`src/source/uart_cfg.svh`:
```
`ifndef UART_CFG_SVH
`define UART_CFG_SVH

// serial timing, clk cycles per bit
`define UART_CLKS_PER_BIT 16

// entries in each of the tx and rx FIFOs
`define UART_FIFO_DEPTH 8

// processor bus
`define UART_WORD_BITS 32
`define UART_ADDR_BITS 1

`endif
```
`src/source/uart_pkg.sv`:
```
`include "uart_cfg.svh"

package uart_pkg;

    // one serial character
    typedef logic [7:0] byte_t;

    typedef logic [`UART_WORD_BITS-1:0] word_t; // bus data
    typedef logic [`UART_ADDR_BITS-1:0] addr_t; // 0 status, 1 data

    // tx FIFO consumer
    typedef enum logic [1:0] {
        ST_IDLE,
        ST_SEND,
        ST_WAIT
    } tx_feed_state_t;

endpackage

```
`src/source/uart_controller.sv`:
```
`timescale 1ns/1ps
`include "uart_cfg.svh"

module uart_controller (
    input  logic            clk,
    input  logic            rst,
    input  logic            wr,
    input  logic            rd,
    input  uart_pkg::addr_t addr,
    input  uart_pkg::word_t wr_data,
    output uart_pkg::word_t rd_data,
    output logic            irq,
    input  logic            rxd,
    output logic            txd
);

    logic            tx_push, tx_pop, tx_full, tx_empty;
    logic            tx_start, tx_busy;
    uart_pkg::byte_t tx_byte, tx_head;
    logic            rx_push, rx_pop, rx_full, rx_empty;
    logic            frame_err;
    uart_pkg::byte_t rx_byte, rx_head;

    uart_regs i_uart_regs (
        .clk, .rst, .wr, .rd, .addr, .wr_data, .rd_data,
        .tx_push, .tx_byte, .tx_full,
        .rx_pop, .rx_byte(rx_head), .rx_empty, .rx_full, .rx_push, .frame_err,
        .irq
    );

    // ====================
    // transmit
    byte_fifo #(.DEPTH(`UART_FIFO_DEPTH)) i_tx_fifo (
        .clk, .rst, .push(tx_push), .pop(tx_pop),
        .din(tx_byte), .dout(tx_head), .full(tx_full), .empty(tx_empty)
    );

    tx_feed_fsm i_tx_feed_fsm (
        .clk, .rst, .fifo_empty(tx_empty), .tx_busy,
        .fifo_pop(tx_pop), .tx_start
    );

    uart_tx_shifter i_tx_shifter (
        .clk, .rst, .start(tx_start), .data(tx_head), .txd, .busy(tx_busy)
    );

    // ====================
    // receive
    uart_rx_shifter i_rx_shifter (
        .clk, .rst, .rxd, .push(rx_push), .data(rx_byte), .frame_err
    );

    byte_fifo #(.DEPTH(`UART_FIFO_DEPTH)) i_rx_fifo (
        .clk, .rst, .push(rx_push), .pop(rx_pop),
        .din(rx_byte), .dout(rx_head), .full(rx_full), .empty(rx_empty)
    );

endmodule

```
`src/source/uart_regs.sv`:
```
`timescale 1ns/1ps

module uart_regs (
    input  logic            clk,
    input  logic            rst,
    input  logic            wr,
    input  logic            rd,
    input  uart_pkg::addr_t addr,
    input  uart_pkg::word_t wr_data,
    output uart_pkg::word_t rd_data,
    output logic            tx_push,
    output uart_pkg::byte_t tx_byte,
    input  logic            tx_full,
    output logic            rx_pop,
    input  uart_pkg::byte_t rx_byte,
    input  logic            rx_empty,
    input  logic            rx_full,
    input  logic            rx_push,
    input  logic            frame_err,
    output logic            irq
);

    logic       sel_data;
    logic       stat_rd;
    logic       overrun_q;
    logic       frame_err_q;
    logic [3:0] status;

    assign sel_data = (addr == uart_pkg::addr_t'(1));
    assign stat_rd  = rd && !sel_data;

    // ====================
    // bus decode
    assign tx_push = wr && sel_data && !tx_full;
    assign tx_byte = wr_data[7:0];
    assign rx_pop  = rd && sel_data && !rx_empty;
    assign irq     = !rx_empty;

    assign status = {frame_err_q, overrun_q, !rx_empty, !tx_full};

    always_ff @(posedge clk or posedge rst) begin
        if (rst) begin
            rd_data <= '0;
        end else if (rx_pop) begin
            rd_data <= uart_pkg::word_t'(rx_byte);
        end else if (stat_rd) begin
            rd_data <= uart_pkg::word_t'(status);
        end
    end

    // ====================
    // sticky errors, a new event wins over the clearing read
    always_ff @(posedge clk or posedge rst) begin
        if (rst) begin
            overrun_q   <= 1'b0;
            frame_err_q <= 1'b0;
        end else begin
            if (rx_push && rx_full) overrun_q <= 1'b1;
            else if (stat_rd) overrun_q <= 1'b0;
            if (frame_err) frame_err_q <= 1'b1;
            else if (stat_rd) frame_err_q <= 1'b0;
        end
    end

endmodule

```
`src/source/tx_feed_fsm.sv`:
```
`timescale 1ns/1ps

module tx_feed_fsm (
    input  logic clk,
    input  logic rst,
    input  logic fifo_empty,
    input  logic tx_busy,
    output logic fifo_pop,
    output logic tx_start
);

    uart_pkg::tx_feed_state_t state;

    // shifter latches the FIFO head in the same cycle the head is popped
    assign fifo_pop = (state == uart_pkg::ST_IDLE) && !fifo_empty;
    assign tx_start = fifo_pop;

    always_ff @(posedge clk or posedge rst) begin
        if (rst) begin
            state <= uart_pkg::ST_IDLE;
        end else begin
            case (state)
                uart_pkg::ST_IDLE: begin
                    if (!fifo_empty) state <= uart_pkg::ST_SEND;
                end
                uart_pkg::ST_SEND: begin
                    state <= uart_pkg::ST_WAIT; // busy is up by now
                end
                uart_pkg::ST_WAIT: begin
                    if (!tx_busy) state <= uart_pkg::ST_IDLE;
                end
                default: begin
                    state <= uart_pkg::ST_IDLE;
                end
            endcase
        end
    end

endmodule

```
`src/source/uart_rx_shifter.sv`:
```
`timescale 1ns/1ps
`include "uart_cfg.svh"

module uart_rx_shifter (
    input  logic            clk,
    input  logic            rst,
    input  logic            rxd,
    output logic            push,
    output uart_pkg::byte_t data,
    output logic            frame_err
);

    logic [1:0] sync_q;
    logic       rxd_s;
    logic       rxd_prev;
    logic       fall;
    logic       active;
    logic       tick;
    logic [3:0] bit_cnt; // 0 start, 1..8 data, 9 stop

    assign rxd_s = sync_q[1];
    assign fall  = rxd_prev && !rxd_s && !active;

    // first tick lands mid start bit
    baud_timer #(
        .PERIOD    (`UART_CLKS_PER_BIT),
        .FIRST_HALF(1'b1)
    ) i_baud_timer (
        .clk,
        .rst,
        .restart(fall),
        .tick
    );

    always_ff @(posedge clk or posedge rst) begin
        if (rst) begin
            sync_q   <= 2'b11;
            rxd_prev <= 1'b1;
        end else begin
            sync_q   <= {sync_q[0], rxd};
            rxd_prev <= rxd_s;
        end
    end

    always_ff @(posedge clk or posedge rst) begin
        if (rst) begin
            active    <= 1'b0;
            bit_cnt   <= '0;
            push      <= 1'b0;
            frame_err <= 1'b0;
        end else begin
            push      <= 1'b0;
            frame_err <= 1'b0;
            if (fall) begin
                active  <= 1'b1;
                bit_cnt <= '0;
            end else if (active && tick) begin
                if (bit_cnt == 4'd0) begin
                    if (rxd_s) active <= 1'b0; // glitch, not a start bit
                    else bit_cnt <= 4'd1;
                end else if (bit_cnt == 4'd9) begin
                    active    <= 1'b0;
                    push      <= rxd_s;
                    frame_err <= !rxd_s;
                end else begin
                    bit_cnt <= bit_cnt + 1'b1;
                end
            end
        end
    end

    // payload, LSB arrives first
    always_ff @(posedge clk) begin
        if (active && tick && bit_cnt != 4'd0 && bit_cnt != 4'd9) begin
            data <= {rxd_s, data[7:1]};
        end
    end

endmodule

```
`src/source/uart_tx_shifter.sv`:
```
`timescale 1ns/1ps
`include "uart_cfg.svh"

module uart_tx_shifter (
    input  logic            clk,
    input  logic            rst,
    input  logic            start,
    input  uart_pkg::byte_t data,
    output logic            txd,
    output logic            busy
);

    logic       tick;
    logic [7:0] shreg;   // data bits still to go out, ones fill in for the stop bit
    logic [3:0] bit_cnt; // bits left after the one on the line

    baud_timer #(
        .PERIOD    (`UART_CLKS_PER_BIT),
        .FIRST_HALF(1'b0)
    ) i_baud_timer (
        .clk,
        .rst,
        .restart(start),
        .tick
    );

    always_ff @(posedge clk or posedge rst) begin
        if (rst) begin
            txd     <= 1'b1;
            busy    <= 1'b0;
            bit_cnt <= '0;
            shreg   <= '1;
        end else if (start) begin
            txd     <= 1'b0; // start bit
            busy    <= 1'b1;
            bit_cnt <= 4'd9;
            shreg   <= data;
        end else if (busy && tick) begin
            if (bit_cnt == '0) begin
                busy <= 1'b0; // stop bit done
            end else begin
                txd     <= shreg[0];
                shreg   <= {1'b1, shreg[7:1]};
                bit_cnt <= bit_cnt - 1'b1;
            end
        end
    end

endmodule

```
`src/source/byte_fifo.sv`:
```
`timescale 1ns/1ps
`include "uart_cfg.svh"

module byte_fifo #(
    parameter int DEPTH = `UART_FIFO_DEPTH
) (
    input  logic            clk,
    input  logic            rst,
    input  logic            push,
    input  logic            pop,
    input  uart_pkg::byte_t din,
    output uart_pkg::byte_t dout,
    output logic            full,
    output logic            empty
);

    localparam int PW = (DEPTH > 1) ? $clog2(DEPTH) : 1;
    localparam int CW = $clog2(DEPTH + 1);
    localparam logic [PW-1:0] LAST = PW'(DEPTH - 1);

    uart_pkg::byte_t mem [DEPTH];
    logic [PW-1:0]   wr_ptr;
    logic [PW-1:0]   rd_ptr;
    logic [CW-1:0]   count;
    logic            do_push;
    logic            do_pop;

    assign full    = (count == CW'(DEPTH));
    assign empty   = (count == '0);
    assign do_push = push && !full;
    assign do_pop  = pop && !empty;
    assign dout    = mem[rd_ptr]; // show-ahead head

    always_ff @(posedge clk) begin
        if (do_push) mem[wr_ptr] <= din;
    end

    always_ff @(posedge clk or posedge rst) begin
        if (rst) begin
            wr_ptr <= '0;
            rd_ptr <= '0;
            count  <= '0;
        end else begin
            if (do_push) wr_ptr <= (wr_ptr == LAST) ? '0 : wr_ptr + 1'b1;
            if (do_pop) rd_ptr <= (rd_ptr == LAST) ? '0 : rd_ptr + 1'b1;
            if (do_push && !do_pop) count <= count + 1'b1;
            else if (do_pop && !do_push) count <= count - 1'b1;
        end
    end

endmodule

```
`src/source/baud_timer.sv`:
```
`timescale 1ns/1ps
`include "uart_cfg.svh"

module baud_timer #(
    parameter int PERIOD     = `UART_CLKS_PER_BIT,
    parameter bit FIRST_HALF = 1'b0
) (
    input  logic clk,
    input  logic rst,
    input  logic restart,
    output logic tick
);

    localparam int CW = (PERIOD > 1) ? $clog2(PERIOD) : 1;
    localparam logic [CW-1:0] RELOAD = CW'(PERIOD - 1);
    // first interval after restart, half a bit when sampling mid-bit
    localparam logic [CW-1:0] FIRST = FIRST_HALF ? CW'(PERIOD / 2 - 1) : RELOAD;

    logic [CW-1:0] count;

    assign tick = (count == '0) && !restart;

    always_ff @(posedge clk or posedge rst) begin
        if (rst) begin
            count <= RELOAD;
        end else if (restart) begin
            count <= FIRST;
        end else if (count == '0) begin
            count <= RELOAD; // expired, back to a full period
        end else begin
            count <= count - 1'b1;
        end
    end

endmodule

```
`config.mk`:
```
export PLATFORM = sky130hd
export DESIGN_NAME = uart_controller
export DESIGN_NICKNAME = d
export VERILOG_FILES = /design/src/source/uart_pkg.sv /design/src/source/uart_controller.sv /design/src/source/uart_regs.sv /design/src/source/tx_feed_fsm.sv /design/src/source/uart_rx_shifter.sv /design/src/source/uart_tx_shifter.sv /design/src/source/byte_fifo.sv /design/src/source/baud_timer.sv
export VERILOG_INCLUDE_DIRS = /design/src /design/src/source
export SDC_FILE = /design/constraint.sdc
export NUM_CORES = 1
export LEC_CHECK = 0
export BUFFER_PORTS_ARGS = -buffer_cell sky130_fd_sc_hd__buf_2
export CORE_UTILIZATION = 40
export DETAILED_ROUTE_END_ITERATION = 7
export GPL_ROUTABILITY_DRIVEN = 0
export PLACE_DENSITY = 0.69
export SLEW_MARGIN = 0
export SYNTH_ARGS = -nofsm -noshare
export SYNTH_HDL_FRONTEND = slang
export SYNTH_SLANG_ARGS = --single-unit
```
`constraint.sdc`:
```
create_clock -name clk -period 3.8 [get_ports clk]
set_input_delay 0.76 -clock clk [delete_from_list [all_inputs] [get_ports clk]]
set_output_delay 0.76 -clock clk [all_outputs]
set_load 0.005 [all_outputs]
```
* After elaboration in Yosys (flattened, before gate mapping)
Memories as Yosys holds them, arrays and structs flattened. Index checks and enable logic that the tools add are counted.
Word-level totals: register bits 96, memories kept 2, memory bits (read-only) 0, bits in writable memories 128, input port bits 38, bits in latches 0, output and inout bits 34
Operators by class: magnitude comparators 0, equality and inequality tests 16, mux-type cells 54, bitwise gates (word level) 0, add/sub/neg operators 12, divide/modulo/power cells 0, shifts and indexed selects 0, $mul 0, reductions and logical operators 58
Memories:
- i_rx_fifo.mem | words 8, width 8, rd ports 1, clocked after Yosys merged registers in 0, wr ports 1, line byte_fifo.sv:21 | uart_pkg::byte_t mem [DEPTH];
- i_tx_fifo.mem | words 8, width 8, rd ports 1, clocked after Yosys merged registers in 0, wr ports 1, line byte_fifo.sv:21
Operators with widths (number):
- $mux 32 | 2
- $mux 4 | 16
- $mux 1 | 26
- $logic_not 4->1 | 6
- $mux 8 | 3
- $logic_and 1x1->1 | 23
- $sub 4x1->4 const B | 5
- $reduce_bool 2->1 | 8
- $logic_not 1->1 | 13
- $add 3x1->3 const B | 4
- $add 4x1->4 const B | 3
- $eq 3x3->1 const B | 4
- $eq 4x4->1 const B | 3
- $mux 3 | 4
- $ne 2x2->1 const B | 3
- $ne 3x2->1 const B | 2
- $pmux 2 s3 | 1
- $reduce_and 2->1 | 3
- $reduce_and 3->1 | 2
- $mux 2 | 2
- $ne 4x4->1 const B | 1
- $reduce_bool 4->1 | 1
- $ne 3x3->1 const B | 1
- $reduce_bool 3->1 | 1
- other kinds (3) | 3

* Longest topological paths before layout
Gate-level depths: netlist of run 1.
word-level depth 8, mapped depth 11, gate-level depth less buffers 11

* Modules after synthesis
From an unflattened synthesis of run 1, not the netlist that was laid out.
Unflattened totals: cell total of the unflattened synthesis 565, area, all modules 9032.4 um^2
By module, submodules not included:
- byte_fifo | sequential area each 2172.1 um^2, times used 2, area each 3185.6 um^2, cells an instance 158
- uart_regs | sequential area each 250.2 um^2, times used 1, area each 729.4 um^2, cells an instance 81
- uart_rx_shifter | sequential area each 494.2 um^2, times used 1, area each 728.2 um^2, cells an instance 53
- uart_tx_shifter | sequential area each 361.6 um^2, times used 1, area each 719.4 um^2, cells an instance 71
- baud_timer (i_tx_shifter.i_baud_timer) | sequential area each 105.1 um^2, times used 1, area each 205.2 um^2, cells an instance 18
- baud_timer (i_rx_shifter.i_baud_timer) | sequential area each 105.1 um^2, times used 1, area each 193.9 um^2, cells an instance 18
- tx_feed_fsm | sequential area each 50.0 um^2, times used 1, area each 85.1 um^2, cells an instance 8

* Worst setup path after synthesis of run 1
OpenSTA, ideal clock, no wires.
path kind register -> register, start register i_rx_fifo.count[0], end register i_rx_fifo.count[3], path slack 877 ps, stages on the path, launching flop included 12, path buffers 1, arrival time 2797 ps, required time 3674 ps, setup time 126 ps, period minus slack after synthesis 2923 ps, cell sequence dfrtp_1 > nor4_2 > inv_1 > nand3_1 > buf_2 > ha_1 > inv_1 > ha_1 > a21o_1 > a2111oi_0 > a31oi_1 > a221o_1
Between the ends: cells in the longest elaborated chain, start to end 7, elaborated cells on any way between the ends 16, classes of those cells 2 x add/sub; 1 x eq/ne; 2 x mux; 11 x reduce/logical
Ends and longest elaborated chain:
- from (decl) | line byte_fifo.sv:24 | logic [CW-1:0] count;
- from (signal assigned) | line byte_fifo.sv:46 | if (do_push && !do_pop) count <= count + 1'b1;
- from (signal assigned) | line byte_fifo.sv:47 | else if (do_pop && !do_push) count <= count - 1'b1;
- $logic_not 4->1 (*) | line byte_fifo.sv:29 | assign empty = (count == '0);
- $logic_not 1->1 (*)
- named net irq | line uart_controller.sv:12 | output logic irq,
- $logic_and 1x1->1 | line uart_regs.sv:36 | assign rx_pop = rd && sel_data && !rx_empty;
- $logic_and 1x1->1 (*) | line byte_fifo.sv:31 | assign do_pop = pop && !empty;
- $logic_not 1->1 | line byte_fifo.sv:46
- $logic_and 1x1->1 | line byte_fifo.sv:46
- $mux 4 / $reduce_bool 2->1 (equally long branches)
The timed path passes the listed nets; every way through them passes the cells marked *. The select of a mux whose other input is x is not followed. A chain may end at the register's enable or synchronous reset.

* Worst setup path after layout of run 1
start register i_rx_fifo.count[0], end register i_rx_fifo.count[3]
Between the ends: cells in the longest elaborated chain, start to end 7, elaborated cells on any way between the ends 16, classes of those cells 2 x add/sub; 1 x eq/ne; 2 x mux; 11 x reduce/logical
Ends and longest elaborated chain:
- branches (longest 7 deep; another with $sub 4x1->4)
Parallel ways; which one is timed is not known. The select of a mux whose other input is x is not followed.

==> impl_metrics.ini, run 1 <==
[critical_path]
reg2reg_depth = 10
worstPathArrival_ns = 3.51
r2r_slack_ns = 0.60
r2r-end = i_rx_fifo.count[3]
cp-start-kind = flop
endpoint_kind = flop
critPathKind = reg2reg
cp_data_required_time_ns = 4.11
r2r-start = i_rx_fifo.count[0]
critPathMaxFanout = 5

[clocking]
clock-sinks = 200
cts_buffers = 17
h-tree-depth = 4
clk_pin_slew_ns = 0.07
tritoncts = yes
post_cts_buffers = 0
cts_buffer_depth = 2
hold_buffers = 0
cts_root_buffer = clkbuf_16
clk_latency_ns = 0.43
cts_resized = 0

[outcome]
status = completed

[sta]
finalCriticalPeriod_ns = 3.20
tns_ns = 0
hold-worst-slack_ns = 0.363
post-route-period-util_pct = 84.1
hold_viol = 0
timing.fmax_mhz = 313
slew_headroom_pct = 26.5
worst_slew_pin_slew_ns = 1.10
rsz0062_at_grt = no
finalWorstSetupSlack_ns = 0.603
setup-violations-final = 0
fin_worst_skew_ns = 0.0134
slew_violations = 0

[yosys]
yosys_most_used_dff = edfxtp_1
synth_cell_types = 55
synth_compound_area_share_pct = 5.89
yosys.area.top_type = edfxtp_1
synth_top_family_by_area = multiplexers
ys.warnings.count = 0
yosys.area_share.adder_pct = 3.86
ys_ff_latch = 200
yosysMostFrequentCell = edfxtp_1
yosysTopAreaCellShare_pct = 48.1
ys_async_sr_fraction_pct = 32.0
ys_seq_area_share_pct = 67.2
muxShareOfSynthArea_pct = 10.2
avgSynthCellArea_sq_um = 15.5
synth_common_cells = 136 x edfxtp_1, 44 x dfrtp_1, 37 x nand2_1, 27 x buf_4, 27 x mux4_2
synth_cells = 547
yosys.area_share.xor_xnor_pct = 0.722
synth-simple-area-share_pct = 7.98
synth_edf_count = 136
synth_area_leaders = edfxtp_1 48%, dfrtp_1 13%, mux4_2 7.2%
netlist_area_sq_mm = 0.00849

[finish]
fin_util_pct = 46.2
fin_cells = 869
final_nets = 649
areaGrowthSynthToFinish_pct = 11.6
ff_latch_area_sq_mm = 0.00571
fillers = 1733
multi_input_area_sq_mm = 0.00252
design_area_sq_mm = 0.00948
diodes = 0
drive_gt1_share_pct = 22.7

[grt]
grt_max_degree = 41
grt_pass1_wl_mm = 24.9
top_usage_layer = met2
gr-usage-met1_pct = 18.7
grt_use_met3_pct = 3.46
first_global_vias = 4812
met2_usage_pct = 26.3
track_usage_pct = 15.2
antenna_found_initial = 0
grt_overflow = 0

[placement]
port_buffers = 23
place_area_sq_mm = 0.00888
hpwlAfterDp_mm = 10.4
pre_cts_slack_ns = 0.640
dp_cells = 837

[detailed_routing]
firstDrtPassIters = 4
viasPerCell = 5.39
route.detailed.drc = 0
ant_nets = 0
drt_iter0_drc = 263
wire_per_inst_um = 18.0
wl_mm = 15.6
vias = 4687

[worst_hold_path]
min_to = i_rx_shifter.sync_q[1]
min_from = i_rx_shifter.sync_q[0]
worstHoldPathType = reg2reg
holdPathStages = 0

[floorplanning]
die_h_um = 148
dieArea_sq_mm = 0.0218
die_x_um = 148
start_util_pct = 41.4
io_pins = 72
core_area_sq_mm = 0.0205
rows = 52

[power_and_ir_drop]
ir_drop_mv = 0.365
p_per_area_mw_per_mm2 = 587
leakagePower_nw = 3.52
power_mw = 5.56

[run]
max_cap_viol_count = 0
-- critical path, cell delays in order (launching register included) --
cell and delay, ns:
dfrtp_1 0.46, nor4_2 0.55, inv_1 0.22, nand3_1 0.16
ha_1 0.21, inv_1 0.12, ha_1 0.30, a21o_1 0.21
a2111oi_0 0.44, a31oi_1 0.09, a221o_1 0.33
-- worst max path at each step --
stage | from | end | slack [ns] | cells past startpoint
after floorplan | i_rx_fifo.count[0] | i_rx_fifo.count[3] | 0.88 | 11
after global placement | i_rx_fifo.count[0] | i_rx_fifo.count[3] | 0.69 | 10
after detailed placement | i_rx_fifo.count[0] | i_rx_fifo.count[3] | 0.64 | 10
after CTS | i_rx_fifo.count[0] | i_rx_fifo.count[3] | 0.61 | 10
after global routing | i_rx_fifo.count[0] | i_rx_fifo.count[3] | 0.41 | 10
final | i_rx_fifo.count[0] | i_rx_fifo.count[3] | 0.60 | 10
-- layout make-up --
class	count	area share [%]
Clock inverter	15	1.86
Timing Repair Buffer	38	2.40
Tap cell	270	3.56
Sequential cell	200	60.3
Clock buffer	17	4.49
Multi-Input combinational cell	309	26.6
Inverter	20	0.792
-- layer usage --
metal  wire length [um]  vias to the layer above  part of all wire, %
li1                   -                     2122                    -
met1               6780                     2435                   43
met2               8030                      110                   51
met3                570                       20                  3.7
met4                212                        0                  1.4
met5                  0                        -                    0
-- sequential cells by signal (all words and copies together), names as in the netlist, 4 cells and up --
signal                           flops
i_tx_shifter.shreg                   8
i_tx_shifter.i_baud_timer.count      4
i_tx_fifo.mem                       64
i_rx_shifter.i_baud_timer.count      4
i_rx_fifo.mem                       64
i_rx_shifter.bit_cnt                 4
i_tx_shifter.bit_cnt                 4
i_rx_fifo.count                      4
i_uart_regs.rd_data                  8
i_rx_shifter.data                    8
i_tx_fifo.count                      4
-- cells by family after synthesis --
family	Yosys count
AO/OA/AOI/OAI	70
XOR/XNOR	7
adder cells (fa/ha/maj)	25
buffers and inverters	61
flip-flops	200
multiplexers	51
other	1
AND/OR/NAND/NOR	132
-- cells in the final DEF (no fill, tap or decap), drive strengths merged, types with 4 or more instances in the layout --
master,instances
clkinv,4
nor4,5
mux2i,13
conb,24
a22o,7
dfstp,20
o22ai,4
clkinvlp,4
nand3,15
clkbuf,17
a211oi,4
edfxtp,136
nor2,20
nor2b,9
o21ai,13
buf,38
a21o,6
a31oi,4
nand2b,5
nand2,37
xnor2,6
nor3,23
ha,23
mux2,11
nor3b,4
dfrtp,44
a21oi,9
inv,26
mux4,27
a221o,8
-- power by group --
part	total, mW	switching (mW)	internal [mW]
sequential	2.76	0.226	2.53
combinational	1.01	0.532	0.476
clock	1.79	0.853	0.941
total	5.56	1.61	3.95
Note: power is estimated with default switching activity, not from simulation.
==> run 2: changes to the inputs <==
Settings changed: PLACE_DENSITY 0.69 to 0.71.
Clock period 3.8 ns to 2.6 ns, I/O delays scaled along.
==> impl_metrics.ini, run 2 (synthesized netlist as in run 1, its figures left out) <==
[sta]
tns_ns = 0
setup-violations-final = 0
fin_worst_skew_ns = 0.0147
post-route-period-util_pct = 97.0
worst_slew_pin_slew_ns = 0.703
slew_headroom_pct = 53.1
finalCriticalPeriod_ns = 2.52
slew_violations = 0
hold_viol = 0
timing.fmax_mhz = 396

[grt]
antenna_found_initial = 0
grt_max_degree = 46
track_usage_pct = 15.4
grt_pass1_wl_mm = 25.2
first_global_vias = 4830
grt_overflow = 0

[outcome]
status = completed

[worst_hold_path]
worstHoldPathType = in2async

[finish]
mostFrequentLayoutCells = 136 x edfxtp_1, 41 x buf_4, 40 x dfrtp_1
diodes = 0
fillers = 1668
layout_commonest_cell = edfxtp_1
largestRegisters = i_rx_fifo.mem x64, i_tx_fifo.mem x64
multi_input_area_sq_mm = 0.00260
areaGrowthSynthToFinish_pct = 14.8
drive_gt1_share_pct = 28.0
final_nets = 676
fin_util_pct = 47.6
ff_latch_area_sq_mm = 0.00572

[critical_path]
cp_num_buf_inv = 3
crit_chain = nor4_4 > inv_2 > nand3_4 > ha_4 > inv_1 > buf_4 > ha_2 > a2111oi_4 > a31oi_1 > a221o_1
cp_data_required_time_ns = 2.91
cp-start-kind = flop
cp_top_family = compound AO/OA/AOI/OAI gates
slowest_stage = dfrtp_1
critPathMaxFanout = 4
endpoint_kind = flop
critPathKind = reg2reg
slowest_delay_ns = 0.47
worstPathArrival_ns = 2.84

[clocking]
hold_buffers = 0
cts_buffer_depth = 2
cts_root_buffer = clkbuf_16
clock-sinks = 200
h-tree-depth = 4
clk_pin_slew_ns = 0.08
clk_latency_ns = 0.43
tritoncts = yes
cts_buffers = 17

[power_and_ir_drop]
ir_drop_mv = 0.483
p_per_area_mw_per_mm2 = 858
leakagePower_nw = 3.67

[detailed_routing]
ant_nets = 0
wire_per_inst_um = 17.7
vias = 4735
viasPerCell = 5.28
firstDrtPassIters = 4
route.detailed.drc = 0
wl_mm = 15.9
drt_iter0_drc = 384

[floorplanning]
die_h_um = 148
dieArea_sq_mm = 0.0218
start_util_pct = 41.4
core_area_sq_mm = 0.0205
die_x_um = 148
io_pins = 72
rows = 52

[placement]
hpwlAfterDp_mm = 10.6
port_buffers = 23

[run]
max_cap_viol_count = 0
## run 2: cell types whose count changed in the layout (fill, tap and decap cells not counted), sizes merged
cell | before | now
clkinvlp | 4 | 1
buf | 38 | 65
inv | 26 | 31
bufinv | 1 | 0
clkinv | 4 | 3
## run 2: cell type report
type / instances / share of cell area, %
clock buffers: 17 / 4.36
clock inverters: 15 / 1.54
inverters: 20 / 0.770
multi-input cells: 309 / 26.7
flip-flops and latches: 200 / 58.6
well taps: 270 / 3.47
repair buffers: 65 / 4.54
## run 2: per-stage QoR
stage               instances  hold WS, ns  worst slack, ns  total power, mW  instance area (sq um)
floorplan                 570        0.345          -0.0889             5.18                   8610
global placement          862        0.346            0.106             5.60                   9090
detailed placement        862        0.348           0.0770             5.72                   9090
CTS                       894       0.0818          0.00520             8.26                   9670
global route              896        0.106          -0.0139             8.73                   9750
finish                    896       0.0856           0.0779             8.36                   9750
## run 2: worst paths after layout
check | slack, ns | to | depth (start not counted) | start
max | 0.08 | i_rx_fifo.count[3] | 10 | i_rx_fifo.count[2]
min | 0.09 | i_tx_shifter.bit_cnt[2] | 2 | rst
max reg2reg | 0.08 | i_rx_fifo.count[3] | 10 | i_rx_fifo.count[2]
min reg2reg | 0.36 | i_rx_shifter.sync_q[1] | 0 | i_rx_shifter.sync_q[0]
max in group asynchronous | 1.86 | i_rx_shifter.i_baud_timer.count[0] | 3 | rst
min in group clk | 0.19 | i_rx_shifter.sync_q[0] | 1 | rxd
## run 2: routing by layer
| layer | share of wire, % | wire length, um | global-route usage (%) | vias to the layer above |
|---|---|---|---|---|
| met5 | 0 | 0 | 0 | - |
| met4 | 1.9 | 310 | 6.19 | 0 |
| met2 | 52 | 8240 | 26.7 | 126 |
| met3 | 4.3 | 686 | 3.27 | 23 |
| li1 | - | - | - | 2184 |
| met1 | 42 | 6670 | 18.8 | 2402 |
## run 2: what timing repair did
item / 4_1_cts / 5_1_grt
endpoints found under the setup margin: 1 / 2
endpoints found under the hold margin: 0 / 0
pin swaps: 0 / 3
cloned: 0 / 0
setup buffers: 0 / 2
gates resized for setup: 1 / 13
## run 2: power breakdown
part	internal, mW	switching (mW)
Combinational	0.882	0.943
Sequential	3.71	0.281
Clock	1.29	1.25
